File: config.mk
export PLATFORM = sky130hd
export DESIGN_NAME = fpu_core
export DESIGN_NICKNAME = d
export VERILOG_FILES = /design/src/source/fpu_pkg.sv /design/src/source/fpu_core.sv /design/src/source/fpu_sequencer.sv /design/src/source/fpu_status_control.sv /design/src/source/fpu_int_converter.sv /design/src/source/fpu_register_stack.sv
export SDC_FILE = /design/constraint.sdc
export NUM_CORES = 2
export LEC_CHECK = 0
export ABC_CLOCK_PERIOD_IN_PS = 20800
export BUFFER_PORTS_ARGS = -buffer_cell sky130_fd_sc_hd__buf_2
export CORE_MARGIN = 4
export CORE_UTILIZATION = 65
export CTS_CLUSTER_SIZE = 20
export DETAILED_ROUTE_END_ITERATION = 7
export HOLD_SLACK_MARGIN = 0.02
export PLACE_DENSITY_LB_ADDON = 0.08
export SYNTH_ARGS = -nofsm -noshare
export SYNTH_HDL_FRONTEND = slang
export SYNTH_SLANG_ARGS = --single-unit
export TNS_END_PERCENT = 5
File: constraint.sdc
create_clock -name clk -period 20.8 [get_ports clk]
set_input_delay 2.08 -clock clk [delete_from_list [all_inputs] [get_ports clk]]
set_output_delay 2.08 -clock clk [all_outputs]
set_load 0.01 [all_outputs]
File: src/source/fpu_pkg.sv
package fpu_pkg;

    // ========================================
    // Data types
    // ========================================

    // 80-bit extended real, explicit integer bit at significand[63]
    typedef struct packed {
        logic        sign;
        logic [14:0] exponent;
        logic [63:0] significand;
    } fp80_t;

    typedef logic [2:0] stack_index_t;  // Relative or physical register number

    typedef enum logic [1:0] {
        tag_valid = 2'b00,
        tag_zero  = 2'b01,
        tag_empty = 2'b11
    } tag_e;

    // Unlisted encodings run as op_nop
    typedef enum logic [7:0] {
        op_nop    = 8'h00,
        op_fld    = 8'h20,  // Push data_in
        op_fst    = 8'h21,  // ST(i) to data_out
        op_fstp   = 8'h22,  // ST(0) to data_out, then pop
        op_fxch   = 8'h23,
        op_fild16 = 8'h30,
        op_fild32 = 8'h31,
        op_fldcw  = 8'hF0,
        op_fclex  = 8'hF3
    } fpu_opcode_e;

    // ========================================
    // Architectural constants
    // ========================================

    localparam int STACK_DEPTH = 8;

    localparam logic [15:0] CONTROL_RESET = 16'h037F;  // All exceptions masked

    // Sign set, exponent all ones, significand C000...
    localparam fp80_t FP80_INDEFINITE = 80'hFFFF_C000_0000_0000_0000;

    localparam logic [14:0] EXP_BIAS = 15'd16383;

    // Status word bit positions
    localparam int SW_IE      = 0;
    localparam int SW_SF      = 6;
    localparam int SW_ES      = 7;
    localparam int SW_C1      = 9;
    localparam int SW_TOP_LSB = 11;  // TOP occupies 13:11
    localparam int SW_BUSY    = 15;

    // Control word, invalid-operation mask
    localparam int CW_IM = 0;

endpackage
File: src/source/fpu_core.sv
`timescale 1ns/1ps

module fpu_core (
    input  logic                  clk,
    input  logic                  reset,
    input  fpu_pkg::fpu_opcode_e  instruction,
    input  fpu_pkg::stack_index_t stack_index,
    input  logic                  execute,
    input  fpu_pkg::fp80_t        data_in,
    input  logic [31:0]           int_data_in,
    input  logic [15:0]           control_in,
    output logic                  ready,
    output logic                  error,
    output fpu_pkg::fp80_t        data_out,
    output logic [15:0]           status_out,
    output logic [15:0]           control_out,
    output logic [15:0]           tag_word_out
);

    import fpu_pkg::*;

    // Sequencer to stack
    logic         push;
    logic         pop;
    logic         exchange;
    logic         write_enable;
    fp80_t        write_data;
    stack_index_t read_index;

    // Stack to sequencer and status unit
    fp80_t        st0;
    fp80_t        sti;
    logic         st0_empty;
    logic         sti_empty;
    logic         full;
    stack_index_t top;

    // Converter path
    logic [31:0]  int_operand;
    fp80_t        converted;

    // Sequencer to status unit
    logic         busy;
    logic         stack_overflow;
    logic         stack_underflow;
    logic         clear_exceptions;
    logic         load_control;
    logic [15:0]  control_word_in;

    fpu_sequencer i_sequencer (
        .clk              (clk),
        .reset            (reset),
        .instruction      (instruction),
        .stack_index      (stack_index),
        .execute          (execute),
        .data_in          (data_in),
        .int_data_in      (int_data_in),
        .control_in       (control_in),
        .st0              (st0),
        .sti              (sti),
        .st0_empty        (st0_empty),
        .sti_empty        (sti_empty),
        .full             (full),
        .converted        (converted),
        .ready            (ready),
        .data_out         (data_out),
        .int_operand      (int_operand),
        .push             (push),
        .pop              (pop),
        .exchange         (exchange),
        .write_enable     (write_enable),
        .write_data       (write_data),
        .read_index       (read_index),
        .busy             (busy),
        .stack_overflow   (stack_overflow),
        .stack_underflow  (stack_underflow),
        .clear_exceptions (clear_exceptions),
        .load_control     (load_control),
        .control_word_in  (control_word_in)
    );

    fpu_register_stack i_register_stack (
        .clk          (clk),
        .reset        (reset),
        .push         (push),
        .pop          (pop),
        .exchange     (exchange),
        .write_enable (write_enable),
        .write_data   (write_data),
        .read_index   (read_index),
        .st0          (st0),
        .sti          (sti),
        .st0_empty    (st0_empty),
        .sti_empty    (sti_empty),
        .full         (full),
        .top          (top),
        .tag_word     (tag_word_out)
    );

    fpu_int_converter i_int_converter (
        .int_operand (int_operand),
        .converted   (converted)
    );

    fpu_status_control i_status_control (
        .clk              (clk),
        .reset            (reset),
        .busy             (busy),
        .stack_overflow   (stack_overflow),
        .stack_underflow  (stack_underflow),
        .clear_exceptions (clear_exceptions),
        .load_control     (load_control),
        .control_in       (control_word_in),
        .top              (top),
        .status_out       (status_out),
        .control_out      (control_out),
        .error            (error)
    );

endmodule

File: src/source/fpu_sequencer.sv
`timescale 1ns/1ps

module fpu_sequencer (
    input  logic                  clk,
    input  logic                  reset,
    input  fpu_pkg::fpu_opcode_e  instruction,
    input  fpu_pkg::stack_index_t stack_index,
    input  logic                  execute,
    input  fpu_pkg::fp80_t        data_in,
    input  logic [31:0]           int_data_in,
    input  logic [15:0]           control_in,
    input  fpu_pkg::fp80_t        st0,
    input  fpu_pkg::fp80_t        sti,
    input  logic                  st0_empty,
    input  logic                  sti_empty,
    input  logic                  full,
    input  fpu_pkg::fp80_t        converted,
    output logic                  ready,
    output fpu_pkg::fp80_t        data_out,
    output logic [31:0]           int_operand,
    output logic                  push,
    output logic                  pop,
    output logic                  exchange,
    output logic                  write_enable,
    output fpu_pkg::fp80_t        write_data,
    output fpu_pkg::stack_index_t read_index,
    output logic                  busy,
    output logic                  stack_overflow,
    output logic                  stack_underflow,
    output logic                  clear_exceptions,
    output logic                  load_control,
    output logic [15:0]           control_word_in
);

    import fpu_pkg::*;

    typedef enum logic [1:0] {
        s_idle,
        s_read,
        s_exec
    } seq_state_e;

    seq_state_e   state;
    fpu_opcode_e  op_q;
    stack_index_t index_q;
    fp80_t        data_q;
    logic [31:0]  int_q;
    logic         accept;
    logic         store_op;
    fp80_t        store_value;

    assign accept = ready & execute;  // ready is only high in s_idle

    // ========================================
    // Operand capture
    // ========================================

    always_ff @(posedge clk) begin
        if (accept) begin
            data_q <= data_in;
            if (instruction == op_fild16)
                int_q <= {{16{int_data_in[15]}}, int_data_in[15:0]};
            else
                int_q <= int_data_in;
        end
    end

    // ========================================
    // Sequence control
    // ========================================

    always_ff @(posedge clk or posedge reset) begin
        if (reset) begin
            state    <= s_idle;
            ready    <= 1'b1;
            op_q     <= op_nop;
            index_q  <= '0;
            data_out <= '0;
        end else begin
            case (state)
                s_idle: begin
                    if (!ready) begin
                        ready <= 1'b1;  // Wrap-up cycle after s_exec
                    end else if (execute) begin
                        ready   <= 1'b0;
                        op_q    <= instruction;
                        index_q <= stack_index;
                        state   <= s_read;
                    end
                end
                s_read: state <= s_exec;  // Stack read ports settle on index_q
                s_exec: begin
                    if (store_op)
                        data_out <= store_value;
                    state <= s_idle;
                end
                default: state <= s_idle;
            endcase
        end
    end

    // ========================================
    // Fault decisions and pulses
    // ========================================

    always_comb begin
        push             = 1'b0;
        pop              = 1'b0;
        exchange         = 1'b0;
        stack_overflow   = 1'b0;
        stack_underflow  = 1'b0;
        clear_exceptions = 1'b0;
        load_control     = 1'b0;
        store_op         = 1'b0;
        store_value      = sti;

        if (state == s_exec) begin
            case (op_q)
                op_fld, op_fild16, op_fild32: begin
                    if (full)
                        stack_overflow = 1'b1;
                    else
                        push = 1'b1;
                end
                op_fst: begin
                    store_op        = 1'b1;
                    stack_underflow = sti_empty;
                    store_value     = sti_empty ? FP80_INDEFINITE : sti;
                end
                op_fstp: begin
                    store_op        = 1'b1;
                    stack_underflow = st0_empty;
                    pop             = ~st0_empty;
                    store_value     = st0_empty ? FP80_INDEFINITE : st0;
                end
                op_fxch: begin
                    if (st0_empty || sti_empty)
                        stack_underflow = 1'b1;
                    else
                        exchange = 1'b1;
                end
                op_fldcw: load_control     = 1'b1;
                op_fclex: clear_exceptions = 1'b1;
                default: ;  // op_nop and unknown encodings
            endcase
        end
    end

    // Loads push, nothing in this set rewrites ST(0) in place
    assign write_enable = 1'b0;
    assign write_data   = (op_q == op_fld) ? data_q : converted;

    assign int_operand     = int_q;
    assign read_index      = index_q;
    assign busy            = (state != s_idle);
    assign control_word_in = control_in;

endmodule

File: src/source/fpu_status_control.sv
`timescale 1ns/1ps

module fpu_status_control (
    input  logic                  clk,
    input  logic                  reset,
    input  logic                  busy,
    input  logic                  stack_overflow,
    input  logic                  stack_underflow,
    input  logic                  clear_exceptions,
    input  logic                  load_control,
    input  logic [15:0]           control_in,
    input  fpu_pkg::stack_index_t top,
    output logic [15:0]           status_out,
    output logic [15:0]           control_out,
    output logic                  error
);

    import fpu_pkg::*;

    logic [15:0] control_word;
    logic        busy_q;
    logic        ie;    // Sticky invalid operation
    logic        sf;    // Sticky stack fault
    logic        c1;    // Overflow vs underflow on a stack fault
    logic        es;

    // ========================================
    // Control word and flags
    // ========================================

    always_ff @(posedge clk or posedge reset) begin
        if (reset) begin
            control_word <= CONTROL_RESET;
            busy_q       <= 1'b0;
            ie           <= 1'b0;
            sf           <= 1'b0;
            c1           <= 1'b0;
        end else begin
            busy_q <= busy;
            if (load_control)
                control_word <= control_in;
            if (clear_exceptions) begin
                ie <= 1'b0;
                sf <= 1'b0;
            end
            // Any stack fault is an invalid operation
            if (stack_overflow || stack_underflow) begin
                ie <= 1'b1;
                sf <= 1'b1;
                c1 <= stack_overflow;  // 1 on overflow, 0 on underflow
            end
        end
    end

    // Only IE can be unmasked here, SF rides along with it
    assign es = ie & ~control_word[CW_IM];

    // ========================================
    // Status word assembly
    // ========================================

    always_comb begin
        status_out                     = '0;
        status_out[SW_BUSY]            = busy_q;
        status_out[SW_TOP_LSB +: 3]    = top;
        status_out[SW_C1]              = c1;
        status_out[SW_ES]              = es;
        status_out[SW_SF]              = sf;
        status_out[SW_IE]              = ie;
    end

    assign control_out = control_word;
    assign error       = es;

endmodule

File: src/source/fpu_int_converter.sv
`timescale 1ns/1ps

module fpu_int_converter (
    input  logic [31:0]    int_operand,
    output fpu_pkg::fp80_t converted
);

    import fpu_pkg::*;

    logic        sign;
    logic [31:0] magnitude;
    logic [4:0]  lz_count;
    logic [31:0] normalized;

    assign sign = int_operand[31];

    // 80000000h negates to itself, still the right magnitude unsigned
    assign magnitude = sign ? (~int_operand + 32'd1) : int_operand;

    // Highest set bit wins, so the last hit of the loop counts
    always_comb begin
        lz_count = 5'd0;
        for (int i = 0; i < 32; i++) begin
            if (magnitude[i])
                lz_count = 5'(31 - i);
        end
    end

    assign normalized = magnitude << lz_count;  // Bit 31 now the integer bit

    always_comb begin
        if (magnitude == 32'd0) begin
            converted = '0;  // Positive zero
        end else begin
            converted.sign        = sign;
            converted.exponent    = EXP_BIAS + 15'd31 - 15'(lz_count);
            converted.significand = {normalized, 32'd0};
        end
    end

endmodule

File: src/source/fpu_register_stack.sv
`timescale 1ns/1ps

module fpu_register_stack (
    input  logic                  clk,
    input  logic                  reset,
    input  logic                  push,
    input  logic                  pop,
    input  logic                  exchange,
    input  logic                  write_enable,
    input  fpu_pkg::fp80_t        write_data,
    input  fpu_pkg::stack_index_t read_index,
    output fpu_pkg::fp80_t        st0,
    output fpu_pkg::fp80_t        sti,
    output logic                  st0_empty,
    output logic                  sti_empty,
    output logic                  full,
    output fpu_pkg::stack_index_t top,
    output logic [15:0]           tag_word
);

    import fpu_pkg::*;

    fp80_t        regs [STACK_DEPTH];
    tag_e         tags [STACK_DEPTH];
    stack_index_t top_q;
    stack_index_t sti_phys;   // Physical slot of ST(read_index)
    stack_index_t push_phys;  // Slot a push would take

    // Zero and valid are told apart by exponent and significand only
    function automatic tag_e tag_of(input fp80_t value);
        if (value.exponent == 15'd0 && value.significand == 64'd0)
            return tag_zero;
        return tag_valid;
    endfunction

    assign sti_phys  = top_q + read_index;  // Wraps modulo 8
    assign push_phys = top_q - 3'd1;

    assign st0       = regs[top_q];
    assign sti       = regs[sti_phys];
    assign st0_empty = (tags[top_q] == tag_empty);
    assign sti_empty = (tags[sti_phys] == tag_empty);
    assign full      = (tags[push_phys] != tag_empty);
    assign top       = top_q;

    // ========================================
    // Register contents
    // ========================================

    always_ff @(posedge clk) begin
        if (push) begin
            regs[push_phys] <= write_data;
        end else if (write_enable) begin
            regs[top_q] <= write_data;
        end else if (exchange) begin
            regs[top_q]    <= regs[sti_phys];
            regs[sti_phys] <= regs[top_q];
        end
    end

    // ========================================
    // TOP pointer and tags
    // ========================================

    always_ff @(posedge clk or posedge reset) begin
        if (reset) begin
            top_q <= '0;
            for (int i = 0; i < STACK_DEPTH; i++) begin
                tags[i] <= tag_empty;
            end
        end else if (push) begin
            top_q           <= push_phys;
            tags[push_phys] <= tag_of(write_data);
        end else if (write_enable) begin
            tags[top_q] <= tag_of(write_data);
        end else if (pop) begin
            tags[top_q] <= tag_empty;
            top_q       <= top_q + 3'd1;
        end else if (exchange) begin
            tags[top_q]    <= tags[sti_phys];
            tags[sti_phys] <= tags[top_q];
        end
    end

    // Two bits per physical register, register 0 in the low bits
    always_comb begin
        for (int i = 0; i < STACK_DEPTH; i++) begin
            tag_word[2*i +: 2] = tags[i];
        end
    end

endmodule

[Word-level counts from Yosys, hierarchy flattened]
Memory sizes are Yosys's and may differ from the RTL's.
Index checks and enable logic that the tools add are counted.
W data, S select, Z words.
Cells by class
  magnitude comparators: 6
  bitwise gates (word level): 9
  multiplexer cells: 102
  shifts and indexed selects: 1
  reduce and logical (&&, ||, !) cells: 20
  eq/ne operators: 16
  $add $sub $neg: 5
Operators with widths (count)
  $mux W80: 5
  $mux W5: 32
  $pmux W80 S2: 1
  $reduce_or A80 Y1: 1
  $logic_not A64 Y1: 1
  $mux W32: 2
  $eq A8 B6 Y1 const B: 7
  $bwmux W16: 3
  $mux W16: 3
  $add A32 B1 Y32 const B: 1
  $logic_not A32 Y1: 1
  $not A32 Y32: 1
  $shl A32 B5 Y32: 1
  $mux W1: 31
  $mux W2: 14
  $bmux W2 S3: 3
  $demux W2 S3: 3
  $eq A8 B8 Y1 const B: 2
  $or A16 B16 Y16: 1
  $logic_not A15 Y1: 1
  $sub A15 B5 Y15 const A: 1
  $ge A4 B4 Y1 const B: 3
  $lt A4 B1 Y1 const B: 3
  $not A3 Y4: 3
  21 further kinds: 35
Word-level totals
  memories: 1
  RAM bits: 640
  input bits: 142
  register bits: 244
  output and inout bits: 130
  logic and storage cells: 184
Memories
  i_register_stack.regs: depth 8, bits a word 80, rd ports 2, clocked after Yosys merged registers in 0, write ports 2, line fpu_register_stack.sv:23  | fp80_t regs [STACK_DEPTH];

[Logic depth before layout (Yosys ltp)]
  word-level depth: 46
  depth in mapped cells: 29
  depth with buffers taken out: 24

[Modules after synthesis]
From an unflattened synthesis, not the netlist that was laid out.
Unflattened totals
  cell total of the unflattened synthesis: 4892
  area total of the unflattened synthesis: 54608.6 µm²
By module, submodules not included
  fpu_register_stack: cells an instance 3540, area each 39950.8 µm², sequential area each 19713.9 µm², times used 1
  fpu_sequencer: cells an instance 696, area each 9691.8 µm², sequential area each 5716.7 µm², times used 1
  fpu_int_converter: cells an instance 595, area each 4075.2 µm², sequential area each 0.0 µm², times used 1
  fpu_status_control: cells an instance 61, area each 890.9 µm², sequential area each 486.7 µm², times used 1

[Worst setup path before layout]
OpenSTA, ideal clock, no wires.
  path type: flip-flop to flip-flop
  start point: register i_register_stack.top_q[0] (netlist: i_register_stack.top[0])
  end point: memory i_register_stack.regs[4][0] (netlist bit), enable pin
  data arrival time: 9.181 ns
  buffers on the path: 3
  data required time: 20.171 ns
  cell stages (with the launch flop): 19
  clock period less this slack: 9.810 ns
  slack: 10.990 ns
  library setup time: 0.629 ns
  cell sequence: dfrtp_1 -> ha_1 -> fa_1 -> xnor2_1 -> xor2_1 -> nor3_1 -> a22o_1 -> a221oi_1 -> and3_1 -> clkbuf_1 -> or2_1 -> and3_1 -> clkbuf_1 -> clkbuf_1 -> nor2_1 -> nand2_1 -> o21ai_0 -> a22oi_1 -> o21ai_0
RTL lines
  start: declaration: line fpu_register_stack.sv:25  | stack_index_t top_q;
  start signal: assignment: line fpu_register_stack.sv:72  | top_q <= push_phys;
  start signal: assignment: line fpu_register_stack.sv:78  | top_q <= top_q + 3'd1;
  end: declaration: line fpu_register_stack.sv:23

[Final worst setup path]
  start point: register i_sequencer.int_q[0] (netlist: i_sequencer.int_operand[0])
  end point: register i_register_stack.tags (netlist bit i_register_stack.tag_word[2])
Between the ends
  cells in the longest elaborated chain, start to end: 46
  elaborated cells on any way between the ends: 49
  classes of those cells: add/sub: 2; shift: 1; mux: 41; bitwise: 1; reduce/logical: 4
Ends and longest elaborated chain
  start: declaration: line fpu_sequencer.sv:47  | logic [31:0] int_q;
  start signal: assignment: line fpu_sequencer.sv:62  | int_q <= {{16{int_data_in[15]}}, int_data_in[15:0]};
  start signal: assignment: line fpu_sequencer.sv:64  | int_q <= int_data_in;
  $not A32 Y32: line fpu_int_converter.sv:18  | assign magnitude = sign ? (~int_operand + 32'd1) : int_operand;
  $add A32 B1 Y32: line fpu_int_converter.sv:18
  $mux W32 (*): line fpu_int_converter.sv:18
  $mux W5 (32 in series): line fpu_int_converter.sv:24  | if (magnitude[i])
  $sub A15 B5 Y15 / $shl A32 B5 Y32 (equally long branches): line fpu_int_converter.sv:36, fpu_int_converter.sv:29
  $mux W80 (*): line fpu_int_converter.sv:32  | if (magnitude == 32'd0) begin
  $mux W80 (*): line fpu_sequencer.sv:151  | assign write_data = (op_q == op_fld) ? data_q : converted;
  $logic_not A15 Y1 / $logic_not A64 Y1 (equally long branches): line fpu_register_stack.sv:31  | if (value.exponent == 15'd0 && value.significand == 64'd0)
  $logic_and A1 B1 Y1 (*): line fpu_register_stack.sv:31
  $mux W1 (*): line fpu_register_stack.sv:31
  $mux W1 (*): line fpu_register_stack.sv:71  | end else if (push) begin
  $mux W2 (*): line fpu_register_stack.sv:33  | return tag_valid;
  $mux W2 (*): line fpu_register_stack.sv:71
  $bwmux W16 (*): line fpu_register_stack.sv:73  | tags[push_phys] <= tag_of(write_data);
  $mux W16 (*): line fpu_register_stack.sv:71
  end signal: indexed assignment: line fpu_register_stack.sv:73
  end signal: indexed assignment: line fpu_register_stack.sv:75  | tags[top_q] <= tag_of(write_data);
  end signal: indexed assignment: line fpu_register_stack.sv:77  | tags[top_q] <= tag_empty;
  end: declaration: line fpu_register_stack.sv:24  | tag_e tags [STACK_DEPTH];
Every way passes the cells marked *; elsewhere a longest branch is shown, timed or not. The select of a mux whose other input is x is not followed.
A chain may end at the register's enable or synchronous reset.

==> impl_results.md <==
* Die ar. at about 80000 µm²
* Worst slew pin tran at between 1000 and 1500 ps
* Simple-gate share of the synthesized area at 11.4%
* DR vias at between 40000 and 50000
* Final ANT Viol Nets at 0
* Worst Path Max Fanout at 27
* Endpoints failing setup at 0
* Post-synthesis async set-or-reset flop share at 14.9%
* Fillers at around 5300
* Violated checks: DRC
* CTS Buf Count at 91
* Share of layout cells above drive strength 1 at between 10 and 15%
* Most frequent cell after synthesis: edfxtp_1
* Hpwl dp at between 100000 and 150000 µm
* Synth top cells by count: edfxtp_1 (752), nor2_1 (544), o22ai_1 (536)
* Tcrit/Tclk final at a little over a third
* Slew Limit Headroom at 13.8%
* Cells after Synth at between 4000 and 5000
* Critical path class: reg2reg
* Core Util, Final at just over 70%
* Syn avg cell area at 10.4 µm²
* CTS H-Tree Depth at 3
* Arrival time at the worst endpoint at approximately 8100 ps
* Row cnt at between 90 and 100
* Overall power at 0.00591 W
* Netlist Area Pre-Place at 48500 µm²
* Data required, critical path at between 20000 and 25000 ps
* Status: complete, but fails checks
* Area share of the largest cell type after synthesis at 46.6%
* Max frequency at approximately 130 MHz
* Synth cell types at between 100 and 150
* Adder-cell share of the synthesized area at less than 1%
* Max Buffers Root-to-Sink at 3
* YS warnings at 0
* All-layer global routing usage at 43.1%
* Compound-cell area share of the yosys netlist at between 20 and 25%
* Final Critical Period at between 7000 and 8000 ps
* Synth Register Bits at roughly 880
* Final wirelength at roughly 180000 µm
* Hold Path Class: reg2reg
* Clk_lat worst skew at 670 ps
* Crit start category: flop
* Drt first pass iters at 8
* RSZ-0062 raised after global routing: false
* Drt drc at 3
* Clk_skew at between 20 and 30 ps
* Initial Util at 66.0%
* Drt wl/cell at between 30 and 40 µm
* Die Wd at ~280 µm
* Port buffer count at 263
* Leakage power at about 21 nW
* Cts repair resizes at 0
* Nets@finish at roughly 4800
* Final WS setup at roughly 13000 ps
* Max IR drop VDD at approximately 0.088 mV
* Antenna violations before repair at 7
* Critical Path Sink Type: flop
* Place WS at 13510 ps
* Max-slew violations at 0
* Initial drt markers at 7761
* Top post-synthesis cells by area: edfxtp_1 (47%), o22ai_1 (6.9%), mux2i_1 (6.7%)
* CTS Sinks at between 800 and 900
* Gp weighted congestion at 1.07
* Post-synth top area cell: edfxtp_1
* Post-Synth XOR/XNOR Area at less than 1%
* Post-synth EDFFs at 752
* Final hold slack at between 400 and 500 ps
* Grt total ovfl at 0
* Pin count of the biggest net entering global routing at 78
* Vias per inst at roughly 7.7
* Post-synth top flop: edfxtp_1
* Setup TNS at 0 ps
* CORE AREA at 73500 µm²
* Hold-fix buffers, CTS at 0
* Setup bufs post-CTS at 0
* Mux share of post-synthesis cell area at around 7.6%
* P&R area growth vs syn at 9.98%
* Max_cap viols at 0
* Clock Tree Root: clkbuf_16
* CTS clk-pin slew, worst paths at around 60 ps
* Pwr Density at between 100 and 150 nW/µm²
* Vias in the first global route at 42000
* I/O pin count at 272
* Seq/Total Area, Yosys at between 50 and 60%
* Die Y at 281 µm
* CTS tree: built
* Main combinational cell family by area after synthesis: compound AO/OA/AOI/OAI gates
* First-pass GRT wire length at around 260000 µm
* Hold Violations, Final at 0
where the power goes:
part	internal, W	leakage [nW]	switching [W]
combinational	0.000625	10.9	0.00141
sequential	0.00213	8.12	0.0000877
clock	0.000943	1.47	0.000709
registers in the layout, indices dropped and copies added (netlist names):
| signal | cells |
|---|---|
| i_status_control.sf | 1 |
| i_register_stack.regs | 640 |
| i_status_control.control_out | 16 |
| i_register_stack.tag_word | 16 |
| i_sequencer.read_index | 3 |
| i_sequencer.state | 2 |
| i_sequencer.op_q | 8 |
| i_sequencer.data_out | 80 |
| i_status_control.busy_q | 1 |
| i_sequencer.int_operand | 32 |
| i_sequencer.data_q | 80 |
| i_sequencer.ready | 1 |
| i_status_control.c1 | 1 |
| i_register_stack.top | 3 |
area by class of cell:
type / instances / area, µm² / share of cell area (%)
Antenna cell: 2 / 5.00 / 0.00938
Timing Repair Buffer: 358 / 2030 / 3.80
Multi-Input combinational cell: 3261 / 21000 / 39.4
Sequential cell: 884 / 25900 / 48.6
Inverter: 46 / 178 / 0.333
Tap cell: 959 / 1200 / 2.25
Clock buffer: 127 / 2620 / 4.91
Clock inverter: 44 / 397 / 0.743
logic make-up (layout without fill, tap and decap cells):
group,Yosys count,after routing
xor+xnor,43,43
buf+inv,526,575
other cells,1,10
fa+ha+maj,8,8
compound gates,1650,1650
mux,362,362
simple gates,1190,1190
flops,884,884
worst max-delay path, stage by stage (launching register included):
cell,delay [ps]
edfxtp_1,570
inv_1,240
ha_1,450
or3b_2,550
o31ai_1,430
xnor2_1,220
nor2_4,180
o221ai_2,130
a311o_4,440
a211o_1,600
nand2_2,400
inv_2,230
ha_1,290
nand3_1,110
inv_1,60
ha_1,300
a31oi_1,80
a21oi_1,180
nand4_1,110
nor3_1,200
and4_1,240
nand4_1,90
or4_1,670
nor2_1,450
o21ba_2,220
worst paths after layout:
kind / from / to / slack [ps] / cells after the start
worst max-delay path: i_sequencer.int_operand[0] / i_register_stack.tag_word[2] / 13280 / 24
worst min-delay path: i_sequencer.state[1] / i_sequencer.state[1] / 480 / 1
worst max register to register: i_sequencer.int_operand[0] / i_register_stack.tag_word[2] / 13280 / 24
worst min register to register: i_sequencer.state[1] / i_sequencer.state[1] / 480 / 1
max in group asynchronous: reset / i_sequencer.data_out[15] / 17870 / 3
min in group asynchronous: reset / i_status_control.c1 / 1540 / 2
per-stage QoR:
step	cells	cell area (µm²)
global placement	5508	50300
finish	5681	53300
global route	5680	53300
CTS	5679	53300
floorplan	4671	48500
detailed placement	5508	50300
placed cells by master (no fill, tap or decap), drive strengths merged, types with 15 or more instances in the layout:
| cell type | instances |
|---|---|
| or4 | 73 |
| o221ai | 68 |
| nor4 | 35 |
| clkinv | 39 |
| o211ai | 15 |
| a21oi | 397 |
| dfrtp | 106 |
| a21o | 22 |
| xnor2 | 25 |
| nand2 | 269 |
| mux2i | 326 |
| clkbuf | 127 |
| inv | 42 |
| nor2 | 547 |
| xor2 | 18 |
| nand2b | 15 |
| a221oi | 43 |
| a22o | 25 |
| edfxtp | 752 |
| buf | 358 |
| a211oi | 25 |
| o22a | 21 |
| o21a | 70 |
| o31ai | 23 |
| and4 | 19 |
| o22ai | 536 |
| nor3 | 50 |
| mux2 | 33 |
| o21ai | 162 |
| dfstp | 26 |
| and3 | 35 |
| nand3 | 59 |
| a22oi | 139 |
| nand4 | 19 |
per-layer routing:
metal	up-vias	global-route usage, %	wire length (µm)
met2	4173	63.6	74400
met5	-	0	32
met3	929	12.3	28300
li1	18100	-	-
met1	20400	57.2	59900
met4	4	25.3	12800
Note: power is estimated with default switching activity, not from simulation.
